<file path="src/logic/cachePkg.sv">
package cachePkg;

	////////////////////////////////////////
	// address layout
	////////////////////////////////////////

	// full byte address width
	localparam int addrBits = 32;
	// byte offset inside a line
	localparam int offsetBits = 5;
	// line select
	localparam int indexBits = 6;
	// whatever is left over is the tag
	localparam int tagBits = addrBits - indexBits - offsetBits;
	// direct mapped, one tag per index
	localparam int numLines = 2 ** indexBits;

	////////////////////////////////////////
	// result queue sizing
	////////////////////////////////////////

	// entries in the result FIFO, also the lookup credit limit
	localparam int queueDepth = 4;
	// FIFO pointer width, depth is a power of two so pointers wrap
	localparam int ptrBits = $clog2(queueDepth);
	// counters must hold 0..queueDepth inclusive
	localparam int creditBits = $clog2(queueDepth + 1);

	// operation presented to the single port tag memory in a cycle
	typedef enum logic [1:0]
	{
		opIdle   = 2'd0,
		opLookup = 2'd1,
		opFill   = 2'd2
	} memOp;

endpackage
</file>
<file path="src/logic/cacheTagTop.sv">
module cacheTagTop (
	input  logic                            clock_i,
	input  logic                            arstN_i,
	input  logic                            flush_i,
	// lookup request
	input  logic                            lookupValid_i,
	input  logic [cachePkg::tagBits-1:0]    lookupTag_i,
	input  logic [cachePkg::indexBits-1:0]  lookupIndex_i,
	input  logic [cachePkg::offsetBits-1:0] lookupOffset_i,
	output logic                            lookupReady_o,
	// fill request
	input  logic                            fillValid_i,
	input  logic [cachePkg::tagBits-1:0]    fillTag_i,
	input  logic [cachePkg::indexBits-1:0]  fillIndex_i,
	output logic                            fillReady_o,
	// lookup result
	output logic                            resultValid_o,
	input  logic                            resultReady_i,
	output logic                            resultHit_o,
	output logic [cachePkg::tagBits-1:0]    resultTag_o,
	output logic [cachePkg::indexBits-1:0]  resultIndex_o,
	output logic [cachePkg::offsetBits-1:0] resultOffset_o
);
	import cachePkg::*;

	// arbiter to query stage
	memOp                  issueOp;
	logic [tagBits-1:0]    issueTag;
	logic [indexBits-1:0]  issueIndex;
	logic [offsetBits-1:0] issueOffset;
	// query stage to queue
	logic                  pushValid;
	logic                  pushHit;
	logic [tagBits-1:0]    pushTag;
	logic [indexBits-1:0]  pushIndex;
	logic [offsetBits-1:0] pushOffset;
	// credit return
	logic                  popped;

	lookupArbiter arbiter (
		.clock_i (clock_i), .arstN_i (arstN_i), .flush_i (flush_i),
		.lookupValid_i (lookupValid_i), .lookupTag_i (lookupTag_i),
		.lookupIndex_i (lookupIndex_i), .lookupOffset_i (lookupOffset_i),
		.lookupReady_o (lookupReady_o),
		.fillValid_i (fillValid_i), .fillTag_i (fillTag_i),
		.fillIndex_i (fillIndex_i), .fillReady_o (fillReady_o),
		.popped_i (popped),
		.issueOp_o (issueOp), .issueTag_o (issueTag),
		.issueIndex_o (issueIndex), .issueOffset_o (issueOffset)
	);

	tagQuery query (
		.clock_i (clock_i), .arstN_i (arstN_i), .flush_i (flush_i),
		.issueOp_i (issueOp), .issueTag_i (issueTag),
		.issueIndex_i (issueIndex), .issueOffset_i (issueOffset),
		.pushValid_o (pushValid), .pushHit_o (pushHit), .pushTag_o (pushTag),
		.pushIndex_o (pushIndex), .pushOffset_o (pushOffset)
	);

	resultQueue results (
		.clock_i (clock_i), .arstN_i (arstN_i), .flush_i (flush_i),
		.pushValid_i (pushValid), .pushHit_i (pushHit), .pushTag_i (pushTag),
		.pushIndex_i (pushIndex), .pushOffset_i (pushOffset),
		.resultValid_o (resultValid_o), .resultReady_i (resultReady_i),
		.resultHit_o (resultHit_o), .resultTag_o (resultTag_o),
		.resultIndex_o (resultIndex_o), .resultOffset_o (resultOffset_o),
		.popped_o (popped)
	);

endmodule

</file>
<file path="src/logic/resultQueue.sv">
module resultQueue (
	input  logic                            clock_i,
	input  logic                            arstN_i,
	input  logic                            flush_i,
	// write side, never refused thanks to the arbiter credits
	input  logic                            pushValid_i,
	input  logic                            pushHit_i,
	input  logic [cachePkg::tagBits-1:0]    pushTag_i,
	input  logic [cachePkg::indexBits-1:0]  pushIndex_i,
	input  logic [cachePkg::offsetBits-1:0] pushOffset_i,
	// read side
	output logic                            resultValid_o,
	input  logic                            resultReady_i,
	output logic                            resultHit_o,
	output logic [cachePkg::tagBits-1:0]    resultTag_o,
	output logic [cachePkg::indexBits-1:0]  resultIndex_o,
	output logic [cachePkg::offsetBits-1:0] resultOffset_o,
	output logic                            popped_o
);
	import cachePkg::*;

	// entry storage, split by field
	logic                  hitMem    [queueDepth];
	logic [tagBits-1:0]    tagMem    [queueDepth];
	logic [indexBits-1:0]  indexMem  [queueDepth];
	logic [offsetBits-1:0] offsetMem [queueDepth];

	logic [ptrBits-1:0]    wrPtr;
	logic [ptrBits-1:0]    rdPtr;
	logic [creditBits-1:0] count;
	logic                  doPush;

	// pushes arriving during a flush belong to discarded lookups
	assign doPush = pushValid_i && !flush_i;

	// show-ahead, head entry sits on the port
	// nothing leaves while flushing
	assign resultValid_o = (count != '0) && !flush_i;
	assign popped_o = resultValid_o && resultReady_i;
	assign resultHit_o = hitMem[rdPtr];
	assign resultTag_o = tagMem[rdPtr];
	assign resultIndex_o = indexMem[rdPtr];
	assign resultOffset_o = offsetMem[rdPtr];

	always_ff @(posedge clock_i)
	begin
		if (doPush)
		begin
			hitMem[wrPtr] <= pushHit_i;
			tagMem[wrPtr] <= pushTag_i;
			indexMem[wrPtr] <= pushIndex_i;
			offsetMem[wrPtr] <= pushOffset_i;
		end
	end

	////////////////////////////////////////
	// pointers and fill level
	////////////////////////////////////////

	always_ff @(posedge clock_i or negedge arstN_i)
	begin
		if (!arstN_i)
		begin
			wrPtr <= '0;
			rdPtr <= '0;
			count <= '0;
		end
		else if (flush_i)
		begin
			wrPtr <= '0;
			rdPtr <= '0;
			count <= '0;
		end
		else
		begin
			// pointers wrap on their own, depth is a power of two
			if (doPush)
				wrPtr <= wrPtr + 1'b1;
			if (popped_o)
				rdPtr <= rdPtr + 1'b1;
			case ({doPush, popped_o})
				2'b10: count <= count + 1'b1;
				2'b01: count <= count - 1'b1;
				default: count <= count;
			endcase
		end
	end

endmodule

</file>
<file path="src/logic/lookupArbiter.sv">
module lookupArbiter (
	input  logic                            clock_i,
	input  logic                            arstN_i,
	input  logic                            flush_i,
	// lookup port
	input  logic                            lookupValid_i,
	input  logic [cachePkg::tagBits-1:0]    lookupTag_i,
	input  logic [cachePkg::indexBits-1:0]  lookupIndex_i,
	input  logic [cachePkg::offsetBits-1:0] lookupOffset_i,
	output logic                            lookupReady_o,
	// fill port
	input  logic                            fillValid_i,
	input  logic [cachePkg::tagBits-1:0]    fillTag_i,
	input  logic [cachePkg::indexBits-1:0]  fillIndex_i,
	output logic                            fillReady_o,
	// one credit back per result leaving the queue
	input  logic                            popped_i,
	// issued memory operation
	output cachePkg::memOp                  issueOp_o,
	output logic [cachePkg::tagBits-1:0]    issueTag_o,
	output logic [cachePkg::indexBits-1:0]  issueIndex_o,
	output logic [cachePkg::offsetBits-1:0] issueOffset_o
);
	import cachePkg::*;

	// last port granted, opIdle until the first grant
	memOp lastGrant;
	// free result slots not yet claimed by a lookup
	logic [creditBits-1:0] credits;
	// held low through reset and the first edge after release
	logic started;
	logic lookupAllowed;
	logic fillAllowed;
	logic grantLookup;
	logic grantFill;

	////////////////////////////////////////
	// arbitration
	////////////////////////////////////////

	assign fillAllowed = started && !flush_i;
	// no lookup without a guaranteed queue slot
	assign lookupAllowed = fillAllowed && (credits != '0);

	// lookup yields only when fill is competing and lookup won last time
	assign lookupReady_o = lookupAllowed
		&& !(fillValid_i && fillAllowed && (lastGrant == opLookup));
	// fill yields when a lookup is competing and fill does not have the turn
	assign fillReady_o = fillAllowed
		&& !(lookupValid_i && lookupAllowed && (lastGrant != opLookup));

	assign grantLookup = lookupValid_i && lookupReady_o;
	assign grantFill = fillValid_i && fillReady_o;

	// at most one grant per cycle, so the single port never collides
	always_comb
	begin
		issueOp_o = opIdle;
		if (grantLookup)
			issueOp_o = opLookup;
		else if (grantFill)
			issueOp_o = opFill;
	end

	// fill write data rides on the tag lines
	assign issueTag_o = grantFill ? fillTag_i : lookupTag_i;
	assign issueIndex_o = grantFill ? fillIndex_i : lookupIndex_i;
	assign issueOffset_o = lookupOffset_i;

	////////////////////////////////////////
	// grant history and credits
	////////////////////////////////////////

	always_ff @(posedge clock_i or negedge arstN_i)
	begin
		if (!arstN_i)
		begin
			started <= 1'b0;
			lastGrant <= opIdle;
			credits <= creditBits'(queueDepth);
		end
		else
		begin
			started <= 1'b1;
			if (issueOp_o != opIdle)
				lastGrant <= issueOp_o;
			// flush empties the queue and pipeline, every slot comes back
			if (flush_i)
				credits <= creditBits'(queueDepth);
			else
			begin
				case ({grantLookup, popped_i})
					2'b10: credits <= credits - 1'b1;
					2'b01: credits <= credits + 1'b1;
					default: credits <= credits;
				endcase
			end
		end
	end

endmodule

</file>
<file path="src/logic/tagQuery.sv">
module tagQuery (
	input  logic                            clock_i,
	input  logic                            arstN_i,
	input  logic                            flush_i,
	// operation from the arbiter
	input  cachePkg::memOp                  issueOp_i,
	input  logic [cachePkg::tagBits-1:0]    issueTag_i,
	input  logic [cachePkg::indexBits-1:0]  issueIndex_i,
	input  logic [cachePkg::offsetBits-1:0] issueOffset_i,
	// result towards the queue
	output logic                            pushValid_o,
	output logic                            pushHit_o,
	output logic [cachePkg::tagBits-1:0]    pushTag_o,
	output logic [cachePkg::indexBits-1:0]  pushIndex_o,
	output logic [cachePkg::offsetBits-1:0] pushOffset_o
);
	import cachePkg::*;

	// bypass stage, request fields wait here while the memory reads
	logic [tagBits-1:0]    bypassTag;
	logic [indexBits-1:0]  bypassIndex;
	logic [offsetBits-1:0] bypassOffset;
	logic                  bypassLookup;

	// memory read data, valid one cycle after the lookup issue
	logic [tagBits-1:0] storedTag;
	logic               storedValid;
	logic               lineHit;

	// fill reuses the issue tag lines as write data
	tagRam tagMemory (
		.clock_i   (clock_i),
		.arstN_i   (arstN_i),
		.op_i      (issueOp_i),
		.addr_i    (issueIndex_i),
		.wrTag_i   (issueTag_i),
		.rdTag_o   (storedTag),
		.rdValid_o (storedValid)
	);

	// hit needs both a live line and a matching tag
	assign lineHit = storedValid && (storedTag == bypassTag);

	////////////////////////////////////////
	// stage payload
	////////////////////////////////////////

	always_ff @(posedge clock_i)
	begin
		// capture only on lookups, fills leave the stage untouched
		if (issueOp_i == opLookup)
		begin
			bypassTag <= issueTag_i;
			bypassIndex <= issueIndex_i;
			bypassOffset <= issueOffset_i;
		end
		// compare stage, echo the request beside the result
		if (bypassLookup)
		begin
			pushHit_o <= lineHit;
			pushTag_o <= bypassTag;
			pushIndex_o <= bypassIndex;
			pushOffset_o <= bypassOffset;
		end
	end

	////////////////////////////////////////
	// stage flags
	////////////////////////////////////////

	always_ff @(posedge clock_i or negedge arstN_i)
	begin
		if (!arstN_i)
		begin
			bypassLookup <= 1'b0;
			pushValid_o <= 1'b0;
		end
		else if (flush_i)
		begin
			// drop whatever is in flight
			bypassLookup <= 1'b0;
			pushValid_o <= 1'b0;
		end
		else
		begin
			bypassLookup <= (issueOp_i == opLookup);
			pushValid_o <= bypassLookup;
		end
	end

endmodule

</file>
<file path="src/logic/tagRam.sv">
module tagRam (
	input  logic                           clock_i,
	input  logic                           arstN_i,
	input  cachePkg::memOp                 op_i,
	input  logic [cachePkg::indexBits-1:0] addr_i,
	input  logic [cachePkg::tagBits-1:0]   wrTag_i,
	output logic [cachePkg::tagBits-1:0]   rdTag_o,
	output logic                           rdValid_o
);
	import cachePkg::*;

	// tag storage, contents are don't care until the valid bit is set
	logic [tagBits-1:0] tagMem [numLines];
	// one valid bit per line, kept apart from the tag array
	logic [numLines-1:0] lineValid;

	////////////////////////////////////////
	// tag array
	////////////////////////////////////////

	// single port: either a write or a registered read per edge
	always_ff @(posedge clock_i)
	begin
		if (op_i == opFill)
			tagMem[addr_i] <= wrTag_i;
		// read data only moves on a lookup so it stays paired with the query stage
		if (op_i == opLookup)
			rdTag_o <= tagMem[addr_i];
	end

	////////////////////////////////////////
	// valid bits
	////////////////////////////////////////

	always_ff @(posedge clock_i or negedge arstN_i)
	begin
		if (!arstN_i)
		begin
			lineValid <= '0;
			rdValid_o <= 1'b0;
		end
		else
		begin
			// a fill always marks the line valid
			if (op_i == opFill)
				lineValid[addr_i] <= 1'b1;
			if (op_i == opLookup)
				rdValid_o <= lineValid[addr_i];
		end
	end

endmodule

</file>
<file path="config.mk">
export PLATFORM = sky130hd
export DESIGN_NAME = cacheTagTop
export DESIGN_NICKNAME = d
export VERILOG_FILES = /design/src/logic/cachePkg.sv /design/src/logic/cacheTagTop.sv /design/src/logic/resultQueue.sv /design/src/logic/lookupArbiter.sv /design/src/logic/tagQuery.sv /design/src/logic/tagRam.sv
export SDC_FILE = /design/constraint.sdc
export NUM_CORES = 1
export LEC_CHECK = 0
export BUFFER_PORTS_ARGS = -buffer_cell sky130_fd_sc_hd__buf_4
export CAP_MARGIN = 20
export CELL_PAD_IN_SITES_DETAIL_PLACEMENT = 2
export CELL_PAD_IN_SITES_GLOBAL_PLACEMENT = 2
export CORE_UTILIZATION = 25
export CTS_CLUSTER_DIAMETER = 40
export CTS_CLUSTER_SIZE = 16
export DETAILED_ROUTE_END_ITERATION = 8
export PLACE_DENSITY = 0.53
export SETUP_SLACK_MARGIN = 0.02
export SYNTH_ARGS = -nofsm -noshare
export SYNTH_HDL_FRONTEND = slang
export SYNTH_SLANG_ARGS = --single-unit
</file>
<file path="constraint.sdc">
create_clock -name clock_i -period 4 [get_ports clock_i]
set_input_delay 0.8 -clock clock_i [delete_from_list [all_inputs] [get_ports clock_i]]
set_output_delay 0.8 -clock clock_i [all_outputs]
set_load 0.05 [all_outputs]
</file>
Word-level counts from Yosys, hierarchy flattened
Memories as Yosys holds them, arrays and structs flattened. A register that Yosys moved wholly into a read port is not among the register bits.
Cells that the tools add are included.
Cells by class
  $add $sub $neg: 6
  order comparisons: 2
  eq/ne operators: 9
  multiplexer cells: 22
  bitwise logic cells: 1
  reduce and logical (&&, ||, !) cells: 25
Operators by type and width (count)
  64-bit OR: 1
  21-bit == test: 1
  21-bit two-way mux: 1
  1-bit logical AND: 15
  2-bit two-way mux: 6
  3-bit case mux with 2 select lines: 2
  3-bit nonzero test: 4
  2-bit by 1-bit == test with 1-bit output, second input constant: 4
  1-bit two-way mux: 8
  6-bit by 7-bit less-than comparator with 1-bit output, second input constant: 1
  3-bit by 1-bit adder with 3-bit output, second input constant: 2
  1-bit binary-select mux with 6-bit select: 1
  1-bit demux with 6-bit select: 1
  2-bit == test, second input constant: 3
  6-bit by 1-bit >= comparator with 1-bit output, second input constant: 1
  3-bit two-way mux: 2
  6-bit two-way mux: 1
  2-bit nonzero test: 3
  3-bit by 1-bit subtractor with 3-bit output, second input constant: 2
  2-bit by 1-bit adder with 2-bit output, second input constant: 2
  1-bit zero test: 3
  2-bit by 1-bit inequality test with 1-bit output, second input constant: 1
Word-level totals
  register bits after elaboration: 145
  memory bits (writable): 1476
  output and inout port bits: 36
  logic and storage cells: 87
  memories kept: 5
Memories
  query.tagMemory.tagMem: words 64, bits a word 21, rd ports 1, clocked after Yosys merged registers in 1, wr ports 1, RTL line tagRam.sv:13  | logic [tagBits-1:0] tagMem [numLines];
  results.tagMem: words 4, bits a word 21, rd ports 1, clocked after Yosys merged registers in 0, wr ports 1, RTL line resultQueue.sv:24  | logic [tagBits-1:0] tagMem [queueDepth];
  results.indexMem: words 4, bits a word 6, rd ports 1, clocked after Yosys merged registers in 0, wr ports 1, RTL line resultQueue.sv:25  | logic [indexBits-1:0] indexMem [queueDepth];
  results.offsetMem: words 4, bits a word 5, rd ports 1, clocked after Yosys merged registers in 0, wr ports 1, RTL line resultQueue.sv:26  | logic [offsetBits-1:0] offsetMem [queueDepth];
  results.hitMem: words 4, bits a word 1, rd ports 1, clocked after Yosys merged registers in 0, wr ports 1, RTL line resultQueue.sv:23  | logic hitMem [queueDepth];

Depth between registers and ports, before layout
Gate-level depths: netlist (run 1).
  depth in word-level cells: 14
  mapped depth: 14
  gate-level depth less buffers: 9

Cells and area by module
From an unflattened synthesis (run 1), not the netlist that was laid out.
Second synthesis, totals
  cells, all modules: 3260
  area, all modules: 63442.1 um^2
Modules (own cells, without submodules)
  tagRam: times used 1, cells an instance 2864, area each 55057.8 um^2, seq. area each 42615.9 um^2
  resultQueue: times used 1, cells an instance 224, area each 5325.1 um^2, seq. area each 4139.0 um^2
  tagQuery: times used 1, cells an instance 99, area each 2250.9 um^2, seq. area each 2001.9 um^2
  lookupArbiter: times used 1, cells an instance 73, area each 808.3 um^2, seq. area each 151.4 um^2

Worst setup path after synthesis (run 1)
No wires, ideal clock.
  path kind: in2reg
  start: input port flush_i
  end: register query.bypassIndex[0], enable pin
  setup time: 0.416 ns
  data arrival time: 3.793 ns
  slack: -0.208 ns
  stages on the path: 4
  buffers on the path: 1
  cell sequence: buf_2 > nand2b_1 > a211oi_1 > and2_1
RTL lines
  start, declared: RTL line cacheTagTop.sv:4  | input logic flush_i,
  1-bit zero test *: RTL line lookupArbiter.sv:41  | assign fillAllowed = started && !flush_i;
  1-bit logical AND *: RTL line lookupArbiter.sv:41
  1-bit logical AND (2 in a row): RTL line lookupArbiter.sv:47  | && !(fillValid_i && fillAllowed && (lastGrant == opLookup));
  1-bit zero test: RTL line lookupArbiter.sv:47
  1-bit logical AND *: RTL line lookupArbiter.sv:47
  named net lookupReady_o: RTL line cacheTagTop.sv:10  | output logic lookupReady_o,
  1-bit logical AND *: RTL line lookupArbiter.sv:52  | assign grantLookup = lookupValid_i && lookupReady_o;
  2-bit two-way mux *: RTL line lookupArbiter.sv:59  | if (grantLookup)
  2-bit by 1-bit == test with 1-bit output *: RTL line tagQuery.sv:51  | if (issueOp_i == opLookup)
  end signal, assigned: RTL line tagQuery.sv:54  | bypassIndex <= issueIndex_i;
  end, declared: RTL line tagQuery.sv:21  | logic [indexBits-1:0] bypassIndex;
The timed path passes the listed nets; every way through them passes the cells marked *.
A chain may end at the register's enable or synchronous reset.

Worst setup path after layout (run 1)
  start: register arbiter.credits[2]
  end: register query.tagMemory.rdTag_o[5] in the netlist's numbering (read register of query.tagMemory.tagMem) (data pin)
Between the ends
  longest elaborated chain between the ends: 10
RTL lines
  start, declared: RTL line lookupArbiter.sv:29  | logic [creditBits-1:0] credits;
  start signal, assigned: RTL line lookupArbiter.sv:80  | credits <= creditBits'(queueDepth);
  start signal, assigned: RTL line lookupArbiter.sv:89  | credits <= creditBits'(queueDepth);
  start signal, assigned: RTL line lookupArbiter.sv:93  | 2'b10: credits <= credits - 1'b1;
  3-bit nonzero test *: RTL line lookupArbiter.sv:43  | assign lookupAllowed = fillAllowed && (credits != '0);
  1-bit logical AND *: RTL line lookupArbiter.sv:43
  1-bit logical AND (2 in a row): RTL line lookupArbiter.sv:50  | && !(lookupValid_i && lookupAllowed && (lastGrant != opLookup));
  1-bit zero test: RTL line lookupArbiter.sv:50
  1-bit logical AND: RTL line lookupArbiter.sv:50
  1-bit logical AND: RTL line lookupArbiter.sv:53  | assign grantFill = fillValid_i && fillReady_o;
  2-bit two-way mux: RTL line lookupArbiter.sv:61  | else if (grantFill)
  2-bit two-way mux: RTL line lookupArbiter.sv:59
  2-bit by 1-bit == test with 1-bit output: RTL line tagRam.sv:27  | if (op_i == opLookup)
  end, declared: RTL line tagRam.sv:7  | output logic [cachePkg::tagBits-1:0] rdTag_o,
Every way passes the cells marked *; elsewhere a longest branch is shown, timed or not.

==> results.md, run 1 <==
- Critical Path AT: 4530 ps
- Later-pin clock latency in the skew report: 910 ps
- Total design power: 47200 µW
- Post-route antenna net violation count: 0
- Compound-Gate Fraction of Synth Area: between 10 and 15%
- Share of the synthesized area in the top cell type: between 70% and 80%
- Grt ovf: 0
- Async SR Flop Fraction: roughly 4.9%
- Initial antenna violation count: 14
- TritonCTS clock tree: done
- Max Cap Violations: 0
- Final setup TNS: 0 ps
- Clk slew on worst S/H paths: 50 ps
- Met3 WL: about 15 mm
- Worst reg2reg path depth: 12
- Worst-path maximum fanout: 20
- Pwr dens: 603 nW/µm²
- CTS Buffer Depth: 4
- Max-slew violation count: 0
- Post-detailed-route wirelength per cell: 32.0 µm
- Routed vias: 36800
- Final-report hold violation count: 0
- Yosys reg bits: 1642
- Slew @ Worst Pin: 1140 ps
- Yosys warnings: 0
- Pre-CTS WS: -716 ps
- CP Capture Type: flop
- Root buf cell: clkbuf_16
- Ratio of cells with drive above 1 in the final layout: ~29%
- Maximum achievable frequency: 0.255 GHz
- Cell Area, Synth: 60100 µm²
- Met2 wire length: 110 mm
- Syn avg cell area: 18.3 µm²
- Largest family of logic cells by synthesized area: compound AO/OA/AOI/OAI gates
- Status: finished, final reports clean
- XOR/XNOR Fraction of Synth Area: 0.393%
- Top_reg_cell synth: edfxtp_1
- WL final: ~230 mm
- Die Y: 492 µm
- DR DRC count: 0
- CP Class: flop to flop
- Placed wire-length estimate: 141 mm
- Relative slew margins: 23.8%
- Placer Congestion: 0.845
- Yosys top cell by area: edfxtp_1
- Core area: 239000 µm²
- Seq. cell area: 48900 µm²
- # rows: 179
- Drt initial violations: around 4300
- Area of the multi-input gates: around 11000 µm²
- Syn_nets: 3351
- Fill cells: between 20000 and 25000
- Top cells by area, synth: edfxtp_1 (78%), a22oi_1 (4.4%), dfrtp_1 (3.3%)
- Cell area after layout: 78300 µm²
- Die W: slightly below 500 µm
- Tot GR Track Use: 18.7%
- First-pass GRT wire length: 318 mm
- Boundary pin count: 101
- Crit share post-route: 98.1%
- Crit path time final: a little under 4000 ps
- Nets: 3926
- RSZ-0062 raised after global routing: false
- Post-cts hold buffer count: 0
- Placed inst area: 68700 µm²
- Clock Sinks: between 1500 and 2000
- Count leader, synth: edfxtp_1
- Post-synthesis mux area share: 2.07%
- Starting Density: 25.2%
- Clock Skew: 67.9 ps
- Post-synth EDFFs: 1562
- R2R setup slack: 80 ps
- Sequential fraction of the synthesis area: 81.3%
- Worst hold path class: primary input to async pin
- TritonCTS Buffers: 278
- Worst vdd ir: 404 µV
- Die Area: 243000 µm²
- Top layer in use: met4
- H-Tree Level Count: 5
- Synthesis-to-finish area growth: 30.1%
- Critical Path RT: ~4600 ps
- Synth top cells by count: edfxtp_1 (1562), a22oi_1 (351), nand2_1 (232)
- Startpoint Class: flop
- Synth Area in Adders: 0.150%
- Number of buffers added on ports: 100
- Final setup viols: 0
- Via density per instance: 5.08
- Synth Area in Simple Gates: 4.39%
- Synth cell types: 70
- Post-route setup slack: ~76 ps
- DRT met1 WL: slightly above 100 mm
- Vias in the first global route: a little under 40000
- Syn Inst Count: around 3300
- Leakage power: around 0.025 µW
- First drt pass iteration count: 9
- Pin count of the biggest net entering global routing: 66
==> layer usage <==
layer | vias up | global-route usage, %
met5 | - | 0
met4 | 0 | 4.95
met2 | 1509 | 30.5
met1 | 20000 | 25.7
li1 | 14900 | -
met3 | 315 | 2.89
==> worst max-delay path, cell delays in order (launching register included) <==
cell	delay, ps
dfstp_2	560
nor3_2	50
buf_4	150
o31a_1	420
and2_4	250
or2_4	440
buf_12	250
buf_4	170
a22oi_2	270
a31oi_2	190
nor4_4	600
buf_4	220
o2111ai_1	100
==> flip-flops by register name (all words and copies together) (netlist names) <==
register and count:
results.wrPtr 2, results.tagMem 84, query.pushTag_o 21, query.tagMemory.tagMem 1344, results.rdPtr 2, query.pushHit_o 1, results.hitMem 4, query.bypassOffset 5
query.bypassLookup 1, query.tagMemory.rdTag_o 21, arbiter.credits 3, arbiter.lastGrant 2, results.count 3, query.pushIndex_o 6, results.indexMem 24, query.tagMemory.lineValid 64
query.pushValid_o 1, query.tagMemory.rdValid_o 1, query.bypassTag 21, arbiter.started 1, results.offsetMem 20, query.bypassIndex 6, query.pushOffset_o 5
==> final timing paths <==
path / startpoint / to
worst max-delay path: arbiter.credits[2]$_DFFE_PN1P_ / query.tagMemory.rdTag_o[5]$_DFFE_PN_
max in group asynchronous: arstN_i / query.tagMemory.lineValid[17]$_DFFE_PN0P_
min in group clock_i: lookupOffset_i[4] / query.bypassOffset[4]$_DFFE_PN_
worst min register to register: query.bypassOffset[2]$_DFFE_PN_ / query.pushOffset_o[2]$_DFFE_PP_
worst min-delay path: arstN_i / results.rdPtr[0]$_DFFE_PN0P_
worst max register to register: arbiter.credits[2]$_DFFE_PN1P_ / query.tagMemory.rdTag_o[5]$_DFFE_PN_
==> repair_timing <==
action	in CTS	in global routing
cloned	1	0
gates resized for setup	18	10
setup buffers	5	5
hold endpoints to repair	0	0
pin swaps	6	8
endpoints found under the setup margin	10	9
==> cells by family after synthesis <==
kind of cell,Yosys count
mux,79
xor+xnor,27
other cells,1
simple gates,554
compound gates,760
buf+inv,211
fa+ha+maj,6
flops,1642
==> through the flow <==
stage / hold WS, ps / util (%) / cells
6_report: 72.8 / 32.8 / 7233
5_1_grt: 101 / 32.8 / 7225
4_1_cts: 71.7 / 32.8 / 7220
3_5_place_dp: 406 / 28.8 / 6731
3_3_place_gp: 402 / 28.8 / 6731
2_1_floorplan: 400 / - / 3280
==> cells in the final DEF, fill, tap and decap left out, types with 9 or more instances in the layout <==
cell type and n:
mux2_2 23, bufinv_16 40, clkbuf_1 32, a41oi_1 90, clkbuf_16 281, edfxtp_1 1562, buf_12 118, clkinv_1 25
nor2_2 61, a21oi_1 39, xor2_1 22, mux4_2 33, clkinvlp_4 22, or2_2 64, nand3_1 36, nand2_2 25
buf_4 376, nand4_1 38, and2_1 10, nand2_1 210, nor2_1 26, dfrtp_1 76, mux2i_1 13, a31oi_1 29
nor4_1 22, mux2_1 9, o21ai_0 15, a22oi_1 350, clkinv_2 31, nor3_1 12, inv_1 10, clkinv_4 20
a222oi_1 168, inv_6 26
==> where the power goes <==
group / total [µW] / leakage, µW / internal (µW) / switching [µW]
logic: 3660 / 0.00573 / 1200 / 2450
clock network: 24100 / 0.00447 / 15600 / 8490
registers: 19500 / 0.0151 / 19300 / 232
total: 47200 / 0.0253 / 36000 / 11200
==> final cells by class <==
class | count | share of cell area [%]
Multi-Input combinational cell | 1428 | 13.9
Sequential cell | 1642 | 62.5
Tap cell | 3167 | 5.06
Clock inverter | 164 | 2.58
Timing Repair Buffer | 494 | 6.63
Clock buffer | 319 | 9.24
Inverter | 11 | 0.0528
Antenna cell | 8 | 0.0256
Power figures use the tool's default switching activity.
==> run 2, diff against run 1 <==
--- a/config.mk
+++ b/config.mk
@@ -7,13 +7,11 @@
 export LEC_CHECK = 0
 export BUFFER_PORTS_ARGS = -buffer_cell sky130_fd_sc_hd__buf_4
 export CAP_MARGIN = 20
-export CELL_PAD_IN_SITES_DETAIL_PLACEMENT = 2
-export CELL_PAD_IN_SITES_GLOBAL_PLACEMENT = 2
 export CORE_UTILIZATION = 25
 export CTS_CLUSTER_DIAMETER = 40
 export CTS_CLUSTER_SIZE = 16
 export DETAILED_ROUTE_END_ITERATION = 8
-export PLACE_DENSITY = 0.53
+export PLACE_DENSITY = 0.46
 export SETUP_SLACK_MARGIN = 0.02
 export SYNTH_ARGS = -nofsm -noshare
 export SYNTH_HDL_FRONTEND = slang
==> run 2 against run 1 <==
Clock skew decreased by 32 ps. Cell count decreased by 0.82%. Worst setup slack improved by 110 ps. First-iteration DRC count is 16% higher. Clock power down 13%. Total power shrank 7.3%. Via count shrank 2.5%. Combinational power is 5% lower. Largest cell class unchanged.
==> results.md, run 2 (synthesis results as in run 1) <==
- Status: finished, final reports clean
- Clock Skew: 35.7 ps (-32.2 ps)
- Fill cells: 22900 (-3.8%)
- Die Y: 492 µm (unchanged)
- DR DRC count: 0 (unchanged)
- CP Depth: 10 (-2)
- Vias in the first global route: 34900 (-9.2%)
- Starting Density: 25.2% (unchanged)
- Worst hold path class: primary input to async pin
- Post-detailed-route wirelength per cell: 28.7 µm (-10%)
- Pwr dens: 570 nW/µm² (-5.5%)
- Relative slew margins: 26.5% (+2.7 points)
- R2R setup slack: 190 ps (+110 ps)
- # rows: 179 (unchanged)
- Maximum achievable frequency: 0.262 GHz (+3.0%)
- Max-slew violation count: 0 (unchanged)
- Final setup viols: 0 (unchanged)
- CTS Buffer Depth: 3 (-1)
- Tot GR Track Use: 16.6% (-2.0 points)
- RSZ-0062 raised after global routing: false
- Core area: 239000 µm² (unchanged)
- Critical Path RT: 4610 ps (about the same)
- Synthesis-to-finish area growth: 27.7%
- Number of buffers added on ports: 100 (unchanged)
- First-pass GRT wire length: 285 mm (-10%)
- TritonCTS clock tree: done
- Routed vias: 35900 (-2.5%)
- Nets: 3867 (-1.5%)
- Worst reg2reg path depth: 10 (-2)
- Placed wire-length estimate: 125 mm (-11%)
- Max Cap Violations: 0 (unchanged)
- Postcts setup bufs: 0 (-5)
- Post-cts hold buffer count: 0 (unchanged)
- CP Buf/Inv Count: 2 (-2)
- Clock Sinks: 1642 (unchanged)
- Registers with the most flip-flops: query.tagMemory.tagMem (1344), results.tagMem (84), query.tagMemory.lineValid (64)
- Root buf cell: clkbuf_16
- Worst vdd ir: 479 µV (+19%)
- WHS: 3.61 ps (-69.2 ps)
- Drt initial violations: 4939 (+16%)
- Delay-heaviest family, CP: compound AO/OA/AOI/OAI gates
- Pin count of the biggest net entering global routing: 66 (unchanged)
- Crit share post-route: 95.3% (-2.8 points)
- Ratio of cells with drive above 1 in the final layout: 28.2% (-1.0 points)
- Critical Path AT: 4420 ps (-110 ps)
- Clk slew on worst S/H paths: 60 ps (about the same)
- H-Tree Level Count: 4 (-1)
- Boundary pin count: 101 (unchanged)
- CP Capture Type: flop
- CP max stage cell: dfstp_2
- Delay of the slowest critical-path stage: 550 ps (-50 ps)
- First drt pass iteration count: 8 (-1)
- Die Area: 243000 µm² (unchanged)
- TritonCTS Buffers: 228 (-18%)
- Slew @ Worst Pin: 1100 ps (-37.7 ps)
- Worst-path maximum fanout: 20 (unchanged)
- Most flop-heavy register: query.tagMemory.tagMem
- Grt ovf: 0 (unchanged)
- Placer Congestion: 0.862 (+2.0%)
- Die W: 492 µm (unchanged)
- Later-pin clock latency in the skew report: 870 ps (-40 ps)
- Placed cell count: 6733 (+0.030%)
- Via density per instance: 5.00 (-1.7%)
- Final-report hold violation count: 0 (unchanged)
- Crit path time final: 3810 ps (-113 ps)
- Final setup TNS: 0 ps (unchanged)
- Fin cells: 7174 (-0.82%)
- Startpoint Class: flop
- Post-route antenna net violation count: 0 (unchanged)
- Leakage power: 0.0246 µW (-2.9%)
- Number of flip-flops under the largest register name: 1344 (unchanged)
- CP Class: flop to flop
- Commonest non-fill, non-tap cell in the layout: edfxtp_1
- WL final: 206 mm (-11%)
- Commonest non-fill, non-tap cells in the layout: edfxtp_1 (1562), buf_4 (370), a22oi_1 (351)
- Initial antenna violation count: 11 (-3)
- CTS resizes: 7 (-11)
- Cell Chain, Critical Path: nor3_2, o31ai_4, mux2i_4, buf_12, buf_4, mux2_2, a222oi_1, a31oi_2, nor4_4, nand3_1
run 2: cell count changes in the layout (fill, tap and decap cells not counted), sizes merged:
cell      before  now
clkinv        76   63
inv           37   70
diode          8    4
bufinv        40   29
buf          494  486
clkinvlp      22   28
clkbuf       319  258
or2           66   65
run 2: worst register-to-register path, stage by stage (launching register included):
cell and delay, ps:
dfstp_2 550, nor3_2 70, o31ai_4 350, mux2i_4 320, buf_12 300, buf_4 290
mux2_2 350, a222oi_1 350, a31oi_2 350, nor4_4 520, nand3_1 120
run 2: through the flow:
| step | setup slack [ps] | total power [µW] | util (%) | area (µm²) |
|---|---|---|---|---|
| global route | 55.7 | 45000 | 32.2 | 76800 |
| detailed placement | -714 | 23300 | 28.8 | 68700 |
| floorplan | 331 | 21400 | - | 60100 |
| finish | 189 | 43800 | 32.2 | 76800 |
| global placement | -689 | 23300 | 28.8 | 68700 |
| CTS | 22.9 | 44100 | 32.2 | 76800 |
run 2: cell type report:
class	instances	area (µm²)	area share, %
Sequential cell	1642	48900	63.7
Clock buffer	258	5840	7.61
Tap cell	3167	3960	5.16
Inverter	11	41.3	0.0538
Timing Repair Buffer	486	5100	6.64
Clock inverter	179	2150	2.81
Antenna cell	4	10.0	0.0130
Multi-Input combinational cell	1427	10800	14.0
run 2: final timing paths:
path                                                start                                   endpoint
setup / recovery           arbiter.credits[2]$_DFFE_PN1P_       query.tagMemory.rdTag_o[2]$_DFFE_PN_
hold / removal                                    arstN_i               results.rdPtr[0]$_DFFE_PN0P_
setup reg to reg           arbiter.credits[2]$_DFFE_PN1P_       query.tagMemory.rdTag_o[2]$_DFFE_PN_
hold reg to reg            query.bypassIndex[0]$_DFFE_PN_             query.pushIndex_o[0]$_DFFE_PP_
max in group asynchronous                         arstN_i  query.tagMemory.lineValid[19]$_DFFE_PN0P_
min in group clock_i                    lookupOffset_i[0]            query.bypassOffset[0]$_DFFE_PN_
run 2: power breakdown:
group          total [µW]  internal (µW)  switching, µW  leakage [µW]
Sequential          19400          19300            186        0.0151
Clock               20900          12600           8200       0.00382
Combinational        3480           1140           2340       0.00565
Total               43800          33000          10700        0.0246
run 2: metal layers:
metal | global-route usage [%] | part of all wire [%]
met5 | 0 | 0.0058
met2 | 25.9 | 46
met3 | 2.92 | 7.8
met4 | 5.07 | 2.6
met1 | 23.6 | 44
